--- src/common/mfpu_defs.svh ---
// Global constants of the vector multiply unit
// Data width, queue depths, multiplier latency, instruction ids and widths

`ifndef MFPU_DEFS_SVH
`define MFPU_DEFS_SVH

// Width of one operand or result word
`define MFPU_ELEN 64

// Instructions held between accept and commit
`define MFPU_INSN_DEPTH 4

// Results buffered in front of the VRF port
`define MFPU_RESULT_DEPTH 2

// Registered stages of the SIMD multiplier
`define MFPU_MUL_LAT 2

// Number of instruction ids, one done bit each
`define MFPU_NR_VINSN 8

// VRF word address and vector length widths
`define MFPU_ADDR_W 10
`define MFPU_VL_W 10

`endif

--- src/common/mfpu_pkg.sv ---
// Shared types of the vector multiply unit
// Opcode and element width enums, instruction, beat tag and pipeline structs

`default_nettype none

`include "mfpu_defs.svh"

package mfpu_pkg;

  typedef logic [`MFPU_ELEN-1:0]             elen_t;
  typedef logic [`MFPU_ELEN/8-1:0]           strb_t;
  typedef logic [$clog2(`MFPU_NR_VINSN)-1:0] vid_t;
  typedef logic [`MFPU_ADDR_W-1:0]           vaddr_t;
  typedef logic [`MFPU_VL_W-1:0]             vl_t;

  // A word holds 8 >> vew elements
  typedef enum logic [1:0] {
    EW8  = 2'd0,
    EW16 = 2'd1,
    EW32 = 2'd2,
    EW64 = 2'd3
  } vew_e;

  typedef enum logic [1:0] {
    VMUL   = 2'd0,
    VMULH  = 2'd1,
    VMULHU = 2'd2,
    VMACC  = 2'd3
  } mul_op_e;

  typedef struct packed {
    vid_t    id;
    mul_op_e op;
    vew_e    vew;
    vl_t     vl;
    vaddr_t  vd;
    logic    use_scalar;
    elen_t   scalar;
  } vinsn_t;

  // Travels with every beat from issue to the VRF write
  typedef struct packed {
    vid_t       id;
    vew_e       vew;
    vaddr_t     addr;
    logic [3:0] cnt;
    logic       last;
  } beat_tag_t;

  typedef struct packed {
    elen_t     vs1;
    elen_t     vs2;
    elen_t     vd;
    mul_op_e   op;
    beat_tag_t tag;
  } mul_req_t;

  typedef struct packed {
    elen_t     wdata;
    beat_tag_t tag;
  } result_t;

endpackage

`default_nettype wire

--- src/vmfpu/mfpu_sequencer.sv ---
// Instruction queue and beat issue of the multiply unit
// Operand handshake, scalar replication and per-beat tag generation

`timescale 1ns/1ps
`default_nettype none

`include "mfpu_defs.svh"

module mfpu_sequencer (
  input  logic                  clk_i,
  input  logic                  rst_ni,
  input  mfpu_pkg::vinsn_t      vinsn_i,
  input  logic                  vinsn_valid_i,
  output logic                  vinsn_ready_o,
  input  mfpu_pkg::elen_t [2:0] operand_i,
  input  logic            [2:0] operand_valid_i,
  output logic            [2:0] operand_ready_o,
  output mfpu_pkg::mul_req_t    mul_req_o,
  output logic                  mul_valid_o,
  input  logic                  mul_ready_i,
  input  logic                  commit_done_i
);

  localparam int unsigned Depth = `MFPU_INSN_DEPTH;
  localparam int unsigned PntW  = $clog2(Depth);

  // Circular instruction queue
  mfpu_pkg::vinsn_t queue_q [Depth];
  logic [PntW-1:0]  accept_pnt_q;
  logic [PntW-1:0]  issue_pnt_q;
  // Instructions not yet fully issued, and not yet committed
  logic [PntW:0]    issue_cnt_q;
  logic [PntW:0]    commit_cnt_q;
  // Elements already issued of the current instruction
  mfpu_pkg::vl_t    elem_done_q;

  mfpu_pkg::vinsn_t cur;
  mfpu_pkg::vl_t    remaining;
  mfpu_pkg::elen_t  scalar_rep;
  logic [3:0]       epw;
  logic [2:0]       use_op;
  logic             accept;
  logic             issue_valid;
  logic             operands_ok;
  logic             fire;

  assign vinsn_ready_o = (commit_cnt_q != (PntW+1)'(Depth));
  assign accept        = vinsn_valid_i && vinsn_ready_o;

  assign cur         = queue_q[issue_pnt_q];
  assign issue_valid = (issue_cnt_q != '0);

  // Elements per word and what is left of the instruction
  assign epw       = 4'd8 >> cur.vew;
  assign remaining = cur.vl - elem_done_q;

  // vs1 is replaced by the scalar, vd is only read by VMACC
  assign use_op      = {cur.op == mfpu_pkg::VMACC, 1'b1, !cur.use_scalar};
  assign operands_ok = &(operand_valid_i | ~use_op);

  assign mul_valid_o     = issue_valid && operands_ok;
  assign fire            = mul_valid_o && mul_ready_i;
  assign operand_ready_o = fire ? use_op : 3'b000;

  always_comb begin
    unique case (cur.vew)
      mfpu_pkg::EW8:  scalar_rep = {8{cur.scalar[7:0]}};
      mfpu_pkg::EW16: scalar_rep = {4{cur.scalar[15:0]}};
      mfpu_pkg::EW32: scalar_rep = {2{cur.scalar[31:0]}};
      default:        scalar_rep = cur.scalar;
    endcase
  end

  always_comb begin
    mul_req_o.vs1      = cur.use_scalar ? scalar_rep : operand_i[0];
    mul_req_o.vs2      = operand_i[1];
    mul_req_o.vd       = operand_i[2];
    mul_req_o.op       = cur.op;
    mul_req_o.tag.id   = cur.id;
    mul_req_o.tag.vew  = cur.vew;
    // Every beat but the last is full, so the beat number follows from the count
    mul_req_o.tag.addr = cur.vd + mfpu_pkg::vaddr_t'(elem_done_q >> (2'd3 - cur.vew));
    mul_req_o.tag.last = (remaining <= mfpu_pkg::vl_t'(epw));
    mul_req_o.tag.cnt  = mul_req_o.tag.last ? remaining[3:0] : epw;
  end

  always_ff @(posedge clk_i) begin
    if (accept) begin
      queue_q[accept_pnt_q] <= vinsn_i;
    end
  end

  always_ff @(posedge clk_i or negedge rst_ni) begin
    if (!rst_ni) begin
      accept_pnt_q <= '0;
      issue_pnt_q  <= '0;
      issue_cnt_q  <= '0;
      commit_cnt_q <= '0;
      elem_done_q  <= '0;
    end else begin
      if (accept) begin
        accept_pnt_q <= accept_pnt_q + 1'b1;
      end
      if (fire) begin
        if (mul_req_o.tag.last) begin
          issue_pnt_q <= issue_pnt_q + 1'b1;
          elem_done_q <= '0;
        end else begin
          elem_done_q <= elem_done_q + mfpu_pkg::vl_t'(epw);
        end
      end
      issue_cnt_q  <= issue_cnt_q + (PntW+1)'(accept)
                      - (PntW+1)'(fire && mul_req_o.tag.last);
      // Commits retire the oldest instruction
      commit_cnt_q <= commit_cnt_q + (PntW+1)'(accept) - (PntW+1)'(commit_done_i);
    end
  end

endmodule

`default_nettype wire

--- config.mk ---
export PLATFORM = sky130hd
export DESIGN_NAME = mfpu_sequencer
export DESIGN_NICKNAME = d
export VERILOG_FILES = /design/src/common/mfpu_pkg.sv /design/src/vmfpu/mfpu_sequencer.sv
export VERILOG_INCLUDE_DIRS = /design/src /design/src/common
export SDC_FILE = /design/constraint.sdc
export NUM_CORES = 1
export LEC_CHECK = 0
export BUFFER_PORTS_ARGS = -buffer_cell sky130_fd_sc_hd__buf_4
export CAP_MARGIN = 20
export CORE_ASPECT_RATIO = 0.6
export CORE_MARGIN = 2
export CORE_UTILIZATION = 40
export CTS_CLUSTER_DIAMETER = 120
export DETAILED_ROUTE_END_ITERATION = 16
export PLACE_DENSITY_LB_ADDON = 0.08
export SLEW_MARGIN = 15
export SYNTH_ARGS = -nofsm -noshare
export SYNTH_HDL_FRONTEND = slang
export SYNTH_SLANG_ARGS = --single-unit
--- constraint.sdc ---
create_clock -name clk_i -period 7.75 [get_ports clk_i]
set_input_delay 0.775 -clock clk_i [delete_from_list [all_inputs] [get_ports clk_i]]
set_output_delay 0.775 -clock clk_i [all_outputs]
set_load 0.02 [all_outputs]
---- Word-level counts from Yosys, hierarchy flattened ----
Memories as Yosys holds them, arrays and structs flattened.
Index checks and enable logic that the tools add are counted.
storage, ports and cells
  memory bits (writable) .................. 368
  word-level logic and storage cells ...... 41
  bits in registers ....................... 20
  memories kept ........................... 1
  input port bits ......................... 292
operators by class
  bitwise logic cells ..................... 2
  eq/ne operators ......................... 4
  add/subtract/negate cells ............... 10
  reductions and logical operators ........ 9
  shift-type cells ........................ 2
  muxes and demuxes ....................... 7
  $lt $le $gt $ge ......................... 1
memory list
  memory   words  bits a word  read ports  clocked after memory_dff  wr ports  line                  source
  queue_q  4      92           1           0                         1         mfpu_sequencer.sv:28  mfpu_pkg::vinsn_t queue_q [Depth];
operators by type and width
  kind                                                 number
  one-hot mux 64 bit (3 select lines)                  1
  two-way mux 64 bit                                   1
  adder 10 bit                                         1
  adder 10 x 4 -> 10 bit                               1
  <= comparator 10 x 4 -> 1 bit                        1
  two-way mux 10 bit                                   1
  right shift 10 x 2 -> 10 bit                         1
  subtractor 10 bit                                    1
  adder 3 x 1 -> 3 bit                                 2
  subtractor 3 x 1 -> 3 bit                            2
  adder 2 x 1 -> 2 bit, second input constant          2
  equality test 2 bit, second input constant           2
  logical AND 1 bit                                    4
  two-way mux 4 bit                                    1
  right shift 4 x 2 -> 4 bit, first input constant     1
  two-way mux 3 bit                                    1
  != test 3 bit, second input constant                 1
  NOT 3 bit                                            1
  bitwise OR 3 bit                                     1
  AND reduction 3 bit                                  1
  nonzero test 3 bit                                   1
  equality test 2 x 1 -> 1 bit, second input constant  1
  zero test 2 bit                                      1
  two-way mux 1 bit                                    2
  other kinds (3)                                      3

---- Logic depth before layout (Yosys ltp) ----
An unclocked memory read counts as a cell.
  word-level depth ........................ 9
  depth in mapped cells ................... 24

---- Least setup slack after synthesis ----
No wires, ideal clock.
  kind .................................... register to output
  start ................................... reg issue_pnt_q[0]
  end ..................................... out mul_req_o[1] in the netlist's numbering
  slack ................................... 2.612 ns
  arrival ................................. 4.363 ns
  stages on the path, launching flop included .. 19
  cells stage by stage .................... dfrtp_1 -> buf_6 -> buf_4 -> buf_4 -> buf_4 -> buf_4 -> buf_2 -> mux4_2 -> ha_1 -> a21oi_1 -> xnor2_1 -> ha_1 -> and2_1 -> o21ai_0 -> a32o_1 -> nand4_1 -> a2111oi_4 -> buf_6 -> mux2i_1
RTL lines
  item                      line                   source
  start: declaration        mfpu_sequencer.sv:30   logic [PntW-1:0] issue_pnt_q;
  start signal: assignment  mfpu_sequencer.sv:106  issue_pnt_q <= issue_pnt_q + 1'b1;
  end: declaration          mfpu_sequencer.sv:18   output mfpu_pkg::mul_req_t mul_req_o,

==> results.json <==
{
  "status": "finished clean",
  "cellLeakagePower_nw": 7.38,
  "ys_seq_elements": 388,
  "cts.sinks": 388,
  "io_buffers": 254,
  "antenna_found_initial": 8,
  "start_kind": "flop",
  "critPathCaptureType": "output pin",
  "start_util_pct": 40.9,
  "max-cap-violations": 0,
  "busiest_layer": "met1",
  "coreArea_um2": 43700,
  "grt_use_total_pct": 19.6,
  "final_area_um2": 20700,
  "critPathArrivalTime_ps": 5510,
  "clkLatencyLatePin_ps": 530,
  "die_h_um": 168,
  "synth_compound_area_share_pct": 5.75,
  "peakVddDrop_mv": 0.207,
  "netlist-cell-type-count": 52,
  "cp_slowest_stage_delay_ps": 800,
  "io-pin-count": 511,
  "yosys.area_share.simple_pct": 4.99,
  "yosysWarningCount": 0,
  "cts_tree": "done",
  "dieWidth_um": 277,
  "avgSynthCellArea_um2": 15.3,
  "cts_buffer_depth": 3,
  "pwr_density_cell_nw_per_um2": 395,
  "critPathTopFamily": "buffers and inverters",
  "place_area_um2": 19400,
  "gr-usage-met2_pct": 27.8,
  "post-place-ws_ps": 1870,
  "drv_slew": 0,
  "hold_class": "in -> async",
  "ys_seq_area_share_pct": 64.6,
  "yosys.area_share.xor_xnor_pct": 1.13,
  "worstSetupPathType": "reg -> out",
  "yosys.area.top_type_share_pct": 61.8,
  "layout-drive-gt1-share_pct": 32.2,
  "path_cells": "mux2_2, inv_2, nand2_1, inv_2, buf_4, ha_1, nor2b_1, o21ai_0, a32o_1, nand4_1, a2111oi_4, buf_4, nand2_1, o21ai_2, buf_4",
  "setup_viol": 0,
  "synth_area_leaders": "edfxtp_1 62%, mux4_2 11%, buf_4 5.7%",
  "slew_headroom_pct": 36.3,
  "post_cts_buffers": 0,
  "worst_slack_ps": 1470,
  "fp-row-count": 59,
  "cts.htree.levels": 2,
  "ctsResizeCount": 0,
  "ctsHoldBuffers": 0,
  "fin_crit_sh_pct": 81.1,
  "met1_usage_pct": 29.3,
  "ys_async_sr_fraction_pct": 5.15,
  "gp_congestion": 0.816,
  "fin_nets": 1625,
  "period_needed_ps": 6280,
  "fmax_mhz": 159,
  "overflow": 0,
  "place_hpwl_um": 31300,
  "worstPathRequired_ps": 6970,
  "cp_max_fo": 43,
  "syn_inst": 1167,
  "drt_wl_total_um": 46000,
  "syn-num-nets": 1498,
  "tightest_slew_ps": 955,
  "cp_slowest_cell": "dfrtp_4",
  "antenna_left": 0,
  "path_buf_inv": 5,
  "root_buffer": "clkbuf_16",
  "use_met3_pct": 5.76,
  "grt_max_degree": 74,
  "skew_ps": 10.7,
  "setup_tns_ps": 0,
  "vias": 10200,
  "grt_first_pass_wirelength_um": 67600,
  "hold_violations": 0,
  "area_delta_synth_final_pct": 15.7,
  "synth_edf_count": 368,
  "syn_area_um2": 17900,
  "final_util_pct": 47.3,
  "synthAdderAreaFrac_pct": 2.94,
  "die_area_um2": 46500,
  "drcViolationCount": 0,
  "cts.reportedPaths.clkPinSlew_ps": 60,
  "synth.mux.area_fraction_pct": 13.1,
  "yosysTopAreaCell": "edfxtp_1",
  "drt_iter0_drc": 751,
  "p_total_w": 0.00818,
  "rsz0062_at_grt": "false",
  "crit_path_frequent_cell": "buf_4",
  "synth_top_family_by_area": "multiplexers",
  "grt_pass1_vias": 10100,
  "drt-pass1-iter-count": 5,
  "post_drt_wl_per_cell_um": 24.1,
  "via_per_inst": 5.32,
  "synth_ff_type": "edfxtp_1",
  "numCtsBuffers": 39
}
-- per-stage QoR --
stage / hold WS, ps / std cells
after floorplan: 479 / 1167
final: 127 / 1907
after global placement: 498 / 1832
after global routing: 135 / 1905
after CTS: 122 / 1903
after detailed placement: 509 / 1832
-- worst register-to-register path, cell delays in order, from the launching register on --
cell and delay [ps]:
dfrtp_4 800, mux2_2 590, inv_2 620, nand2_1 660, inv_2 150, buf_4 480
ha_1 250, nor2b_1 40, o21ai_0 140, a32o_1 150, nand4_1 150, a2111oi_4 290
buf_4 330, and2_1 210, ha_1 240, inv_1 60, ha_1 150, fa_1 400
-- area by class of cell --
| cell class | instances | area (um^2) |
|---|---|---|
| fillers | 3814 | 23000 |
| flip-flops and latches | 388 | 11600 |
| multi-input cells | 567 | 5020 |
| repair buffers | 267 | 2000 |
| clock buffers | 56 | 1080 |
| well taps | 579 | 724 |
| clock inverters | 15 | 168 |
| inverters | 31 | 116 |
| diodes | 4 | 10.0 |
-- layout by cell type (no fill, tap or decap), types with 3 or more instances in the layout --
cell and n:
a211oi_1 7, a21o_1 8, a21oi_1 62, a22o_1 5, a311oi_1 6, a31oi_1 9, and2_1 11, and3_4 4
buf_4 267, bufinv_16 4, clkbuf_1 15, clkbuf_16 41, clkinv_1 8, dfrtp_1 18, diode_2 4, edfxtp_1 368
fa_1 5, ha_1 34, inv_1 29, mux2_2 5, mux2i_1 25, mux4_2 90, nand2_1 110, nand2b_1 4
nor2_1 67, nor3_1 6, o21a_1 3, o21ai_0 39, o21ai_1 10, o22ai_1 6, xnor2_1 17, xor2_1 6
-- flip-flops by register name, indices dropped and copies added, names as in the netlist --
signal        count
issue_cnt_q       3
accept_pnt_q      2
commit_cnt_q      3
issue_pnt_q       2
elem_done_q      10
queue_q         368
-- Yosys cell counts (3+ instances only) --
cell type,count
edfxtp_1,368
buf_4,135
nand2_1,110
mux4_2,90
nor2_1,67
a21oi_1,62
o21ai_0,39
ha_1,34
inv_1,29
mux2i_1,26
clkbuf_1,25
dfrtp_1,20
xnor2_1,17
buf_2,15
and2_1,11
o21ai_1,10
a31oi_1,9
a21o_1,8
a211oi_1,7
a311oi_1,6
nor3_1,6
o22ai_1,6
xor2_1,6
a22o_1,5
and3_1,5
fa_1,5
mux2_2,5
nand2b_1,4
buf_1,3
buf_6,3
o21a_1,3
-- path summary, 6_finish.rpt --
check | slack, ps | start | depth (start not counted) | to
worst max-delay path | 1470 | issue_pnt_q[0] | 15 | mul_req_o[2]
worst min-delay path | 130 | rst_ni | 1 | commit_cnt_q[2]
worst max register to register | 1910 | issue_pnt_q[0] | 17 | issue_cnt_q[1]
worst min register to register | 520 | commit_cnt_q[0] | 1 | commit_cnt_q[0]
max in group asynchronous | 7350 | rst_ni | 1 | issue_pnt_q[0]
min in group clk_i | 440 | vinsn_i[54] | 1 | queue_q[3][54]
-- power by group --
group	internal, W	switching [W]	leakage [nW]	total, W
registers	0.00277	0.000149	3.61	0.00292
clock network	0.00110	0.000767	0.600	0.00187
logic	0.00133	0.00206	3.16	0.00339
total	0.00521	0.00297	7.38	0.00818
-- metal layers --
| metal | share of wire [%] | vias up | wire length (um) |
|---|---|---|---|
| li1 | - | 4559 | - |
| met1 | 47 | 5107 | 21700 |
| met2 | 43 | 396 | 19800 |
| met3 | 7.5 | 86 | 3450 |
| met4 | 2.3 | 6 | 1050 |
| met5 | 0.098 | - | 45 |
-- cell families (layout without fill, tap and decap cells) --
kind of cell	count (synthesis)	count (layout)
buffers and inverters	212	369
flip-flops	388	388
AND/OR/NAND/NOR	214	214
other	0	4
XOR/XNOR	23	23
adder cells (fa/ha/maj)	39	39
AO/OA/AOI/OAI	170	170
multiplexers	121	121
No activity file was read; power rests on OpenSTA's default activity.
