`src/common/mfpu_defs.svh`:
```
// Global constants of the vector multiply unit
// Data width, queue depths, multiplier latency, instruction ids and widths

`ifndef MFPU_DEFS_SVH
`define MFPU_DEFS_SVH

// Width of one operand or result word
`define MFPU_ELEN 64

// Instructions held between accept and commit
`define MFPU_INSN_DEPTH 4

// Results buffered in front of the VRF port
`define MFPU_RESULT_DEPTH 2

// Registered stages of the SIMD multiplier
`define MFPU_MUL_LAT 2

// Number of instruction ids, one done bit each
`define MFPU_NR_VINSN 8

// VRF word address and vector length widths
`define MFPU_ADDR_W 10
`define MFPU_VL_W 10

`endif

```
`src/common/mfpu_pkg.sv`:
```
// Shared types of the vector multiply unit
// Opcode and element width enums, instruction, beat tag and pipeline structs

`default_nettype none

`include "mfpu_defs.svh"

package mfpu_pkg;

  typedef logic [`MFPU_ELEN-1:0]             elen_t;
  typedef logic [`MFPU_ELEN/8-1:0]           strb_t;
  typedef logic [$clog2(`MFPU_NR_VINSN)-1:0] vid_t;
  typedef logic [`MFPU_ADDR_W-1:0]           vaddr_t;
  typedef logic [`MFPU_VL_W-1:0]             vl_t;

  // A word holds 8 >> vew elements
  typedef enum logic [1:0] {
    EW8  = 2'd0,
    EW16 = 2'd1,
    EW32 = 2'd2,
    EW64 = 2'd3
  } vew_e;

  typedef enum logic [1:0] {
    VMUL   = 2'd0,
    VMULH  = 2'd1,
    VMULHU = 2'd2,
    VMACC  = 2'd3
  } mul_op_e;

  typedef struct packed {
    vid_t    id;
    mul_op_e op;
    vew_e    vew;
    vl_t     vl;
    vaddr_t  vd;
    logic    use_scalar;
    elen_t   scalar;
  } vinsn_t;

  // Travels with every beat from issue to the VRF write
  typedef struct packed {
    vid_t       id;
    vew_e       vew;
    vaddr_t     addr;
    logic [3:0] cnt;
    logic       last;
  } beat_tag_t;

  typedef struct packed {
    elen_t     vs1;
    elen_t     vs2;
    elen_t     vd;
    mul_op_e   op;
    beat_tag_t tag;
  } mul_req_t;

  typedef struct packed {
    elen_t     wdata;
    beat_tag_t tag;
  } result_t;

endpackage

`default_nettype wire

```
`src/vmfpu/mfpu_result_queue.sv`:
```
// Result queue in front of the VRF write port
// Byte enable formation, req/gnt write and per-instruction done pulse

`timescale 1ns/1ps
`default_nettype none

`include "mfpu_defs.svh"

module mfpu_result_queue (
  input  logic                      clk_i,
  input  logic                      rst_ni,
  input  mfpu_pkg::result_t         res_i,
  input  logic                      valid_i,
  output logic                      ready_o,
  output logic                      result_req_o,
  output mfpu_pkg::vid_t            result_id_o,
  output mfpu_pkg::vaddr_t          result_addr_o,
  output mfpu_pkg::elen_t           result_wdata_o,
  output mfpu_pkg::strb_t           result_be_o,
  input  logic                      result_gnt_i,
  output logic [`MFPU_NR_VINSN-1:0] vinsn_done_o,
  output logic                      commit_done_o
);

  localparam int unsigned Depth = `MFPU_RESULT_DEPTH;
  localparam int unsigned PntW  = (Depth > 1) ? $clog2(Depth) : 1;

  typedef struct packed {
    mfpu_pkg::vid_t   id;
    mfpu_pkg::vaddr_t addr;
    mfpu_pkg::elen_t  wdata;
    mfpu_pkg::strb_t  be;
    logic             last;
  } entry_t;

  entry_t          mem_q [Depth];
  logic [PntW-1:0] wr_pnt_q;
  logic [PntW-1:0] rd_pnt_q;
  logic [PntW:0]   cnt_q;

  entry_t          entry_d;
  entry_t          head;
  logic [3:0]      nbytes;
  logic            push;
  logic            pop;

  // Valid bytes are the low cnt elements of the word
  assign nbytes = 4'(res_i.tag.cnt << res_i.tag.vew);

  always_comb begin
    entry_d.id    = res_i.tag.id;
    entry_d.addr  = res_i.tag.addr;
    entry_d.wdata = res_i.wdata;
    entry_d.last  = res_i.tag.last;
    for (int b = 0; b < $bits(mfpu_pkg::strb_t); b++) begin
      entry_d.be[b] = (b < nbytes);
    end
  end

  assign head           = mem_q[rd_pnt_q];
  assign result_req_o   = (cnt_q != '0);
  assign result_id_o    = head.id;
  assign result_addr_o  = head.addr;
  assign result_wdata_o = head.wdata;
  assign result_be_o    = head.be;

  assign pop  = result_req_o && result_gnt_i;
  // A granted entry frees its slot in the same cycle
  assign ready_o = (cnt_q != (PntW+1)'(Depth)) || pop;
  assign push    = valid_i && ready_o;

  always_comb begin
    vinsn_done_o = '0;
    if (pop && head.last) begin
      vinsn_done_o[head.id] = 1'b1;
    end
  end

  assign commit_done_o = pop && head.last;

  always_ff @(posedge clk_i) begin
    if (push) begin
      mem_q[wr_pnt_q] <= entry_d;
    end
  end

  always_ff @(posedge clk_i or negedge rst_ni) begin
    if (!rst_ni) begin
      wr_pnt_q <= '0;
      rd_pnt_q <= '0;
      cnt_q    <= '0;
    end else begin
      if (push) begin
        wr_pnt_q <= (wr_pnt_q == PntW'(Depth-1)) ? '0 : wr_pnt_q + 1'b1;
      end
      if (pop) begin
        rd_pnt_q <= (rd_pnt_q == PntW'(Depth-1)) ? '0 : rd_pnt_q + 1'b1;
      end
      cnt_q <= cnt_q + (PntW+1)'(push) - (PntW+1)'(pop);
    end
  end

endmodule

`default_nettype wire

```
`config.mk`:
```
export PLATFORM = sky130hd
export DESIGN_NAME = mfpu_result_queue
export DESIGN_NICKNAME = d
export VERILOG_FILES = /design/src/common/mfpu_pkg.sv /design/src/vmfpu/mfpu_result_queue.sv
export VERILOG_INCLUDE_DIRS = /design/src /design/src/common
export SDC_FILE = /design/constraint.sdc
export NUM_CORES = 1
export LEC_CHECK = 0
export ABC_AREA = 1
export BUFFER_PORTS_ARGS = -buffer_cell sky130_fd_sc_hd__buf_2
export CAP_MARGIN = 20
export CORE_ASPECT_RATIO = 0.7
export CORE_MARGIN = 4
export CORE_UTILIZATION = 47
export DETAILED_ROUTE_END_ITERATION = 8
export GPL_TIMING_DRIVEN = 0
export PLACE_DENSITY = 0.79
export SLEW_MARGIN = 0
export SYNTH_ARGS = -nofsm -noshare
export SYNTH_HDL_FRONTEND = slang
export SYNTH_SLANG_ARGS = --single-unit
```
`constraint.sdc`:
```
create_clock -name clk_i -period 4.3 [get_ports clk_i]
set_input_delay 0.86 -clock clk_i [delete_from_list [all_inputs] [get_ports clk_i]]
set_output_delay 0.86 -clock clk_i [all_outputs]
set_load 0.005 [all_outputs]
```
### Yosys cells after proc, flatten, opt, wreduce, memory -nomap -nowiden

Memories as Yosys holds them, arrays and structs flattened.
Cells that the tools add are included.

| cells by class | value |
|---|---|
| $add $sub $neg | 4 |
| $mul | 0 |
| div/mod/pow operators | 0 |
| magnitude comparators | 10 |
| equality and inequality tests | 1 |
| shifts and indexed selects | 1 |
| muxes and demuxes | 7 |
| bitwise gates (word level) | 0 |
| reduce and logical (&&, ||, !) cells | 6 |

Operators by type and width:

| cell | count |
|---|---|
| $lt A3 B4 Y1 const A | 4 |
| $lt A1 B4 Y1 const A | 2 |
| $lt A2 B4 Y1 const A | 2 |
| $mux W8 | 1 |
| $mux W1 | 5 |
| $logic_and A1 B1 Y1 | 4 |
| $lt A3 B4 Y1 const B | 1 |
| $shl A4 B2 Y4 | 1 |
| $demux W1 S3 | 1 |
| $ge A3 B1 Y1 const B | 1 |
| $add A1 B1 Y1 const B | 2 |
| $add A2 B1 Y2 | 1 |
| $ne A2 B2 Y1 const B | 1 |
| $reduce_bool A2 Y1 | 1 |
| $sub A2 B1 Y2 | 1 |
| $logic_or A1 B1 Y1 | 1 |

| word-level totals | value |
|---|---|
| flip-flop bits (word level) | 4 |
| bits in latches | 0 |
| bits in writable memories | 172 |
| memory bits (read-only) | 0 |
| bits of input ports | 88 |
| output and inout bits | 96 |
| word-level logic and storage cells | 33 |
| memories kept | 1 |

Memories:

| name | words | width | rd ports | clocked after memory_dff | wr ports | line | source |
|---|---|---|---|---|---|---|---|
| mem_q | 2 | 86 | 1 | 0 | 1 | mfpu_result_queue.sv:36 | `entry_t mem_q [Depth];` |

### Depth between registers and ports, before layout

| depth | value |
|---|---|
| word-level depth | 6 |
| depth in mapped cells | 8 |
| depth with buffers taken out | 8 |

### Least setup slack after synthesis

OpenSTA, ideal clock, no wires.

| timing path | value |
|---|---|
| path type | in2reg |
| start point | in result_gnt_i |
| end point | mem mem_q[1][0] in the netlist's numbering, enable pin |
| setup time | 532 ps |
| arrival | 4768 ps |
| data required time | 3768 ps |
| setup slack | -1001 ps |
| stages | 4 |
| path buffers | 0 |
| cell sequence | inv_1 nand3_1 nand2_1 nor2_1 |

| on the way | value |
|---|---|
| longest elaborated chain between the ends | 5 |

RTL lines:

| element | line | source |
|---|---|---|
| start, declared | mfpu_result_queue.sv:20 | `input logic result_gnt_i,` |
| $logic_and A1 B1 Y1 | mfpu_result_queue.sv:67 | `assign pop = result_req_o && result_gnt_i;` |
| $logic_or A1 B1 Y1 | mfpu_result_queue.sv:69 | `assign ready_o = (cnt_q != (PntW+1)'(Depth)) \|\| pop;` |
| named net ready_o | mfpu_result_queue.sv:14 | `output logic ready_o,` |
| $logic_and A1 B1 Y1 | mfpu_result_queue.sv:70 | `assign push = valid_i && ready_o;` |
| $mux W1 | mfpu_result_queue.sv:82 | `if (push) begin` |
| $mux W1 (implied by the code) | mfpu_result_queue.sv:83 | `mem_q[wr_pnt_q] <= entry_d;` |
| end, declared | mfpu_result_queue.sv:36 |  |

The timed path passes the listed nets, and every way through them passes these cells.

### Worst setup path in the final report

| timing path | value |
|---|---|
| start point | reg rd_pnt_q |
| end point | out result_be_o[6] |

| on the way | value |
|---|---|
| longest elaborated chain between the ends | 1 |

RTL lines:

| element | line | source |
|---|---|---|
| start, declared | mfpu_result_queue.sv:38 | `logic [PntW-1:0] rd_pnt_q;` |
| start signal, assigned | mfpu_result_queue.sv:97 | `rd_pnt_q <= (rd_pnt_q == PntW'(Depth-1)) ? '0 : rd_pnt_q + 1'b1;` |
| $mem_v2 Z2 W86 | - |  |
| end, declared | mfpu_result_queue.sv:19 | `output mfpu_pkg::strb_t result_be_o,` |

No other way between the ends.

==> metrics.txt <==
# TYPE chip_impl_metric gauge
chip_impl_metric{name="cts_htree_levels",unit=""} 4
chip_impl_info{name="cpLargestDelayFamily",value="buffers and inverters"} 1
chip_impl_metric{name="synth_sequential_area_ratio",unit=""} 0.770
chip_impl_metric{name="drt.antenna.violating_nets",unit=""} 0
chip_impl_info{name="cpMostUsedCell",value="buf_6"} 1
chip_impl_metric{name="synth.yosys.warnings",unit=""} 0
chip_impl_metric{name="post-layout-total-power",unit="mW"} 5.67
chip_impl_info{name="setup.worst_path.class",value="reg -> out"} 1
chip_impl_info{name="cp_endpoint_kind",value="primary output"} 1
chip_impl_metric{name="clk_pin_slew",unit="ns"} 0.07
chip_impl_metric{name="drive_gt1_frac",unit=""} 0.332
chip_impl_metric{name="synth_edf_count",unit=""} 172
chip_impl_metric{name="cts_buffer_depth",unit=""} 2
chip_impl_metric{name="fp-row-count",unit=""} 36
chip_impl_metric{name="num-fill-cells",unit=""} 1088
chip_impl_metric{name="clk-insertion-delay-late",unit="ns"} 0.41
chip_impl_metric{name="min_period",unit="ns"} 2.45
chip_impl_metric{name="antenna_cells",unit=""} 0
chip_impl_metric{name="worst-slew-pin-transition",unit="ns"} 0.857
chip_impl_info{name="worstHoldPathType",value="in -> async"} 1
chip_impl_metric{name="place.detailed.hpwl",unit="um"} 9430
chip_impl_metric{name="grt_pass1_wl",unit="um"} 20300
chip_impl_metric{name="asyncSetResetFlopFracSynth",unit=""} 0.0227
chip_impl_metric{name="cts-resized-gates",unit=""} 0
chip_impl_info{name="most-common-layout-cells",value="nand2_1 (280), buf_2 (184), edfxtp_1 (172)"} 1
chip_impl_metric{name="synth.lib_cells_used.distinct",unit=""} 24
chip_impl_metric{name="area_growth",unit="%"} 26.6
chip_impl_metric{name="pwr_density_cell",unit="mW/mm2"} 654
chip_impl_metric{name="pin_count_of_the_biggest_net_entering_global_routing",unit=""} 36
chip_impl_metric{name="worstPathRequired",unit="ns"} 3.44
chip_impl_metric{name="timing.setup.tns",unit="ns"} 0
chip_impl_metric{name="hold_ws",unit="ns"} 0.245
chip_impl_info{name="synth_ff_type",value="edfxtp_1"} 1
chip_impl_metric{name="yosys.area.top_type_share",unit=""} 0.755
chip_impl_metric{name="cts-hold-fix-buffers",unit=""} 0
chip_impl_metric{name="grt.overflow.total",unit=""} 0
chip_impl_metric{name="count_of_mapped_cells_out_of_synthesis",unit=""} 534
chip_impl_info{name="cp_slowest_cell",value="dfrtp_1"} 1
chip_impl_metric{name="start_util",unit=""} 0.485
chip_impl_metric{name="syn_nets",unit=""} 624
chip_impl_metric{name="finalHoldViolations",unit=""} 0
chip_impl_metric{name="final-max-slew-violation-count",unit=""} 0
chip_impl_metric{name="fmax",unit="MHz"} 408
chip_impl_metric{name="p_leak",unit="nW"} 3.82
chip_impl_metric{name="groute.usage.overall",unit=""} 0.159
chip_impl_info{name="layout_commonest_cell",value="nand2_1"} 1
chip_impl_info{name="worst_setup_path_start_kind",value="flop"} 1
chip_impl_metric{name="report.final.setup_viol",unit=""} 0
chip_impl_metric{name="finalCritPeriodShare",unit=""} 0.570
chip_impl_metric{name="final_nets",unit=""} 830
chip_impl_metric{name="io_buffer_count",unit=""} 183
chip_impl_metric{name="multi_input_area",unit="mm2"} 0.00133
chip_impl_metric{name="grt_pass1_vias",unit=""} 4095
chip_impl_metric{name="vias_per_cell",unit=""} 4.67
chip_impl_metric{name="post-cts-setup-buffers",unit=""} 0
chip_impl_metric{name="max_stage_delay",unit="ns"} 0.37
chip_impl_metric{name="fp.coreArea",unit="mm2"} 0.0141
chip_impl_metric{name="path_buf_inv",unit=""} 5
chip_impl_metric{name="routabilityCongestion",unit=""} 0.787
chip_impl_metric{name="mappedNetlistArea",unit="mm2"} 0.00684
chip_impl_metric{name="post-route-drc-count",unit=""} 0
chip_impl_metric{name="io_pins",unit=""} 184
chip_impl_metric{name="dr.pass1.iters",unit=""} 5
chip_impl_metric{name="synthesis.area_per_instance",unit="um2"} 12.8
chip_impl_metric{name="max_slew_margin",unit=""} 0.427
chip_impl_metric{name="postSynthRegisterBits",unit=""} 176
chip_impl_metric{name="die_y",unit="um"} 109
chip_impl_info{name="clock_root_buffer",value="clkbuf_16"} 1
chip_impl_metric{name="wl_per_cell",unit="um"} 14.1
chip_impl_info{name="cp_cell_sequence",value="buf_6, inv_6, buf_6, buf_6, nand2_1, nand2_1, buf_2"} 1
chip_impl_info{name="tritoncts_clock_tree",value="built"} 1
chip_impl_metric{name="worst-endpoint-arrival",unit="ns"} 1.59
chip_impl_metric{name="register_area",unit="mm2"} 0.00527
chip_impl_metric{name="max_cap_violations",unit=""} 0
chip_impl_metric{name="numClockSinks",unit=""} 176
chip_impl_info{name="synthDominantAreaCellType",value="edfxtp_1"} 1
chip_impl_metric{name="drt-initial-drc-count",unit=""} 287
chip_impl_info{name="rsz_0062_raised_after_global_routing",value="false"} 1
chip_impl_metric{name="critical_path_peak_fanout",unit=""} 10
chip_impl_metric{name="post_place_setup_slack",unit="ns"} 1.42
chip_impl_metric{name="tritoncts.num_buffers",unit=""} 17
chip_impl_metric{name="drt_wl_total",unit="um"} 13300
chip_impl_info{name="outcome",value="complete, no violations"} 1
chip_impl_metric{name="die_w",unit="um"} 152
chip_impl_info{name="synth_area_leaders",value="edfxtp_1 (76%), nand2_1 (15%), buf_6 (1.8%)"} 1
chip_impl_metric{name="die_area",unit="mm2"} 0.0166
chip_impl_metric{name="via_count",unit=""} 4405
chip_impl_metric{name="fin_skew",unit="ns"} 0.00650
chip_impl_metric{name="antenna_violations_before_repair",unit=""} 2
chip_impl_metric{name="vdd_drop_max",unit="V"} 0.000461
chip_impl_metric{name="final.setup.worst_slack",unit="ns"} 1.85
[worst register-to-register path, stage by stage, from the launching register on]
cell and delay [ns]:
dfrtp_1 0.35, inv_1 0.09, nand3_1 0.13, nand2_1 0.17, nor2_4 0.68, buf_12 0.29, buf_12 0.24
[through the flow]
step	area (um2)	cells	util
floorplan	6850	534	-
global placement	8000	907	0.567
detailed placement	8090	911	0.574
CTS	8660	943	0.614
global route	8660	943	0.614
finish	8660	943	0.614
[final cells by class]
type                       instances  share of cell area
tap                              190              0.0275
inverter                          19             0.00881
sequential                       176               0.608
clock inverter                    15              0.0168
multi-input combinational        320               0.154
timing repair buffer             187               0.115
buffer                            19              0.0210
clock buffer                      17              0.0491
[cells by family (layout without fill, tap and decap cells)]
kind of cell | after synthesis | in the layout | share of synthesized area
compound gates | 9 | 9 | 0.0113
xor+xnor | 3 | 3 | 0.00384
fa+ha+maj | 2 | 2 | 0.00366
buf+inv | 38 | 257 | 0.0377
flops | 176 | 176 | 0.770
simple gates | 306 | 306 | 0.174
[flip-flops by register name, indices dropped and copies added (netlist names)]
| register | cells |
|---|---|
| mem_q | 172 |
| cnt_q | 2 |
| rd_pnt_q | 1 |
| wr_pnt_q | 1 |
[metal layers]
metal	track usage	share of wire
met3	0.0591	0.089
met1	0.199	0.43
met2	0.265	0.47
met5	0	0.0021
met4	0.0404	0.0078
[Yosys cell counts (2+ instances only)]
master      n
nand3_1     9
dfrtp_1     4
ha_1        2
xor2_1      2
o21ai_0     2
nor2_1     12
nand3_2     3
o21ai_2     2
edfxtp_1  172
inv_1      17
buf_6      11
buf_4       7
nand2_1   280
[worst paths after layout]
| kind | cells after the start | end | start | slack, ns |
|---|---|---|---|---|
| max | 7 | result_be_o[6] | rd_pnt_q | 1.85 |
| min | 1 | cnt_q[0] | rst_ni | 0.25 |
| max reg2reg | 6 | mem_q[0][44] | cnt_q[0] | 2.02 |
| min reg2reg | 1 | cnt_q[0] | cnt_q[0] | 0.52 |
| max in group asynchronous | 1 | rd_pnt_q | rst_ni | 3.93 |
| min in group clk_i | 1 | cnt_q[0] | cnt_q[0] | 0.52 |
[where the power goes]
part	total [mW]	internal, mW	leakage, nW	switching [mW]
Clock	1.44	0.772	0.279	0.670
Sequential	2.38	2.31	1.65	0.0768
Combinational	1.84	0.729	1.90	1.11
Total	5.67	3.81	3.82	1.86
(Power assumes the default switching activity.)
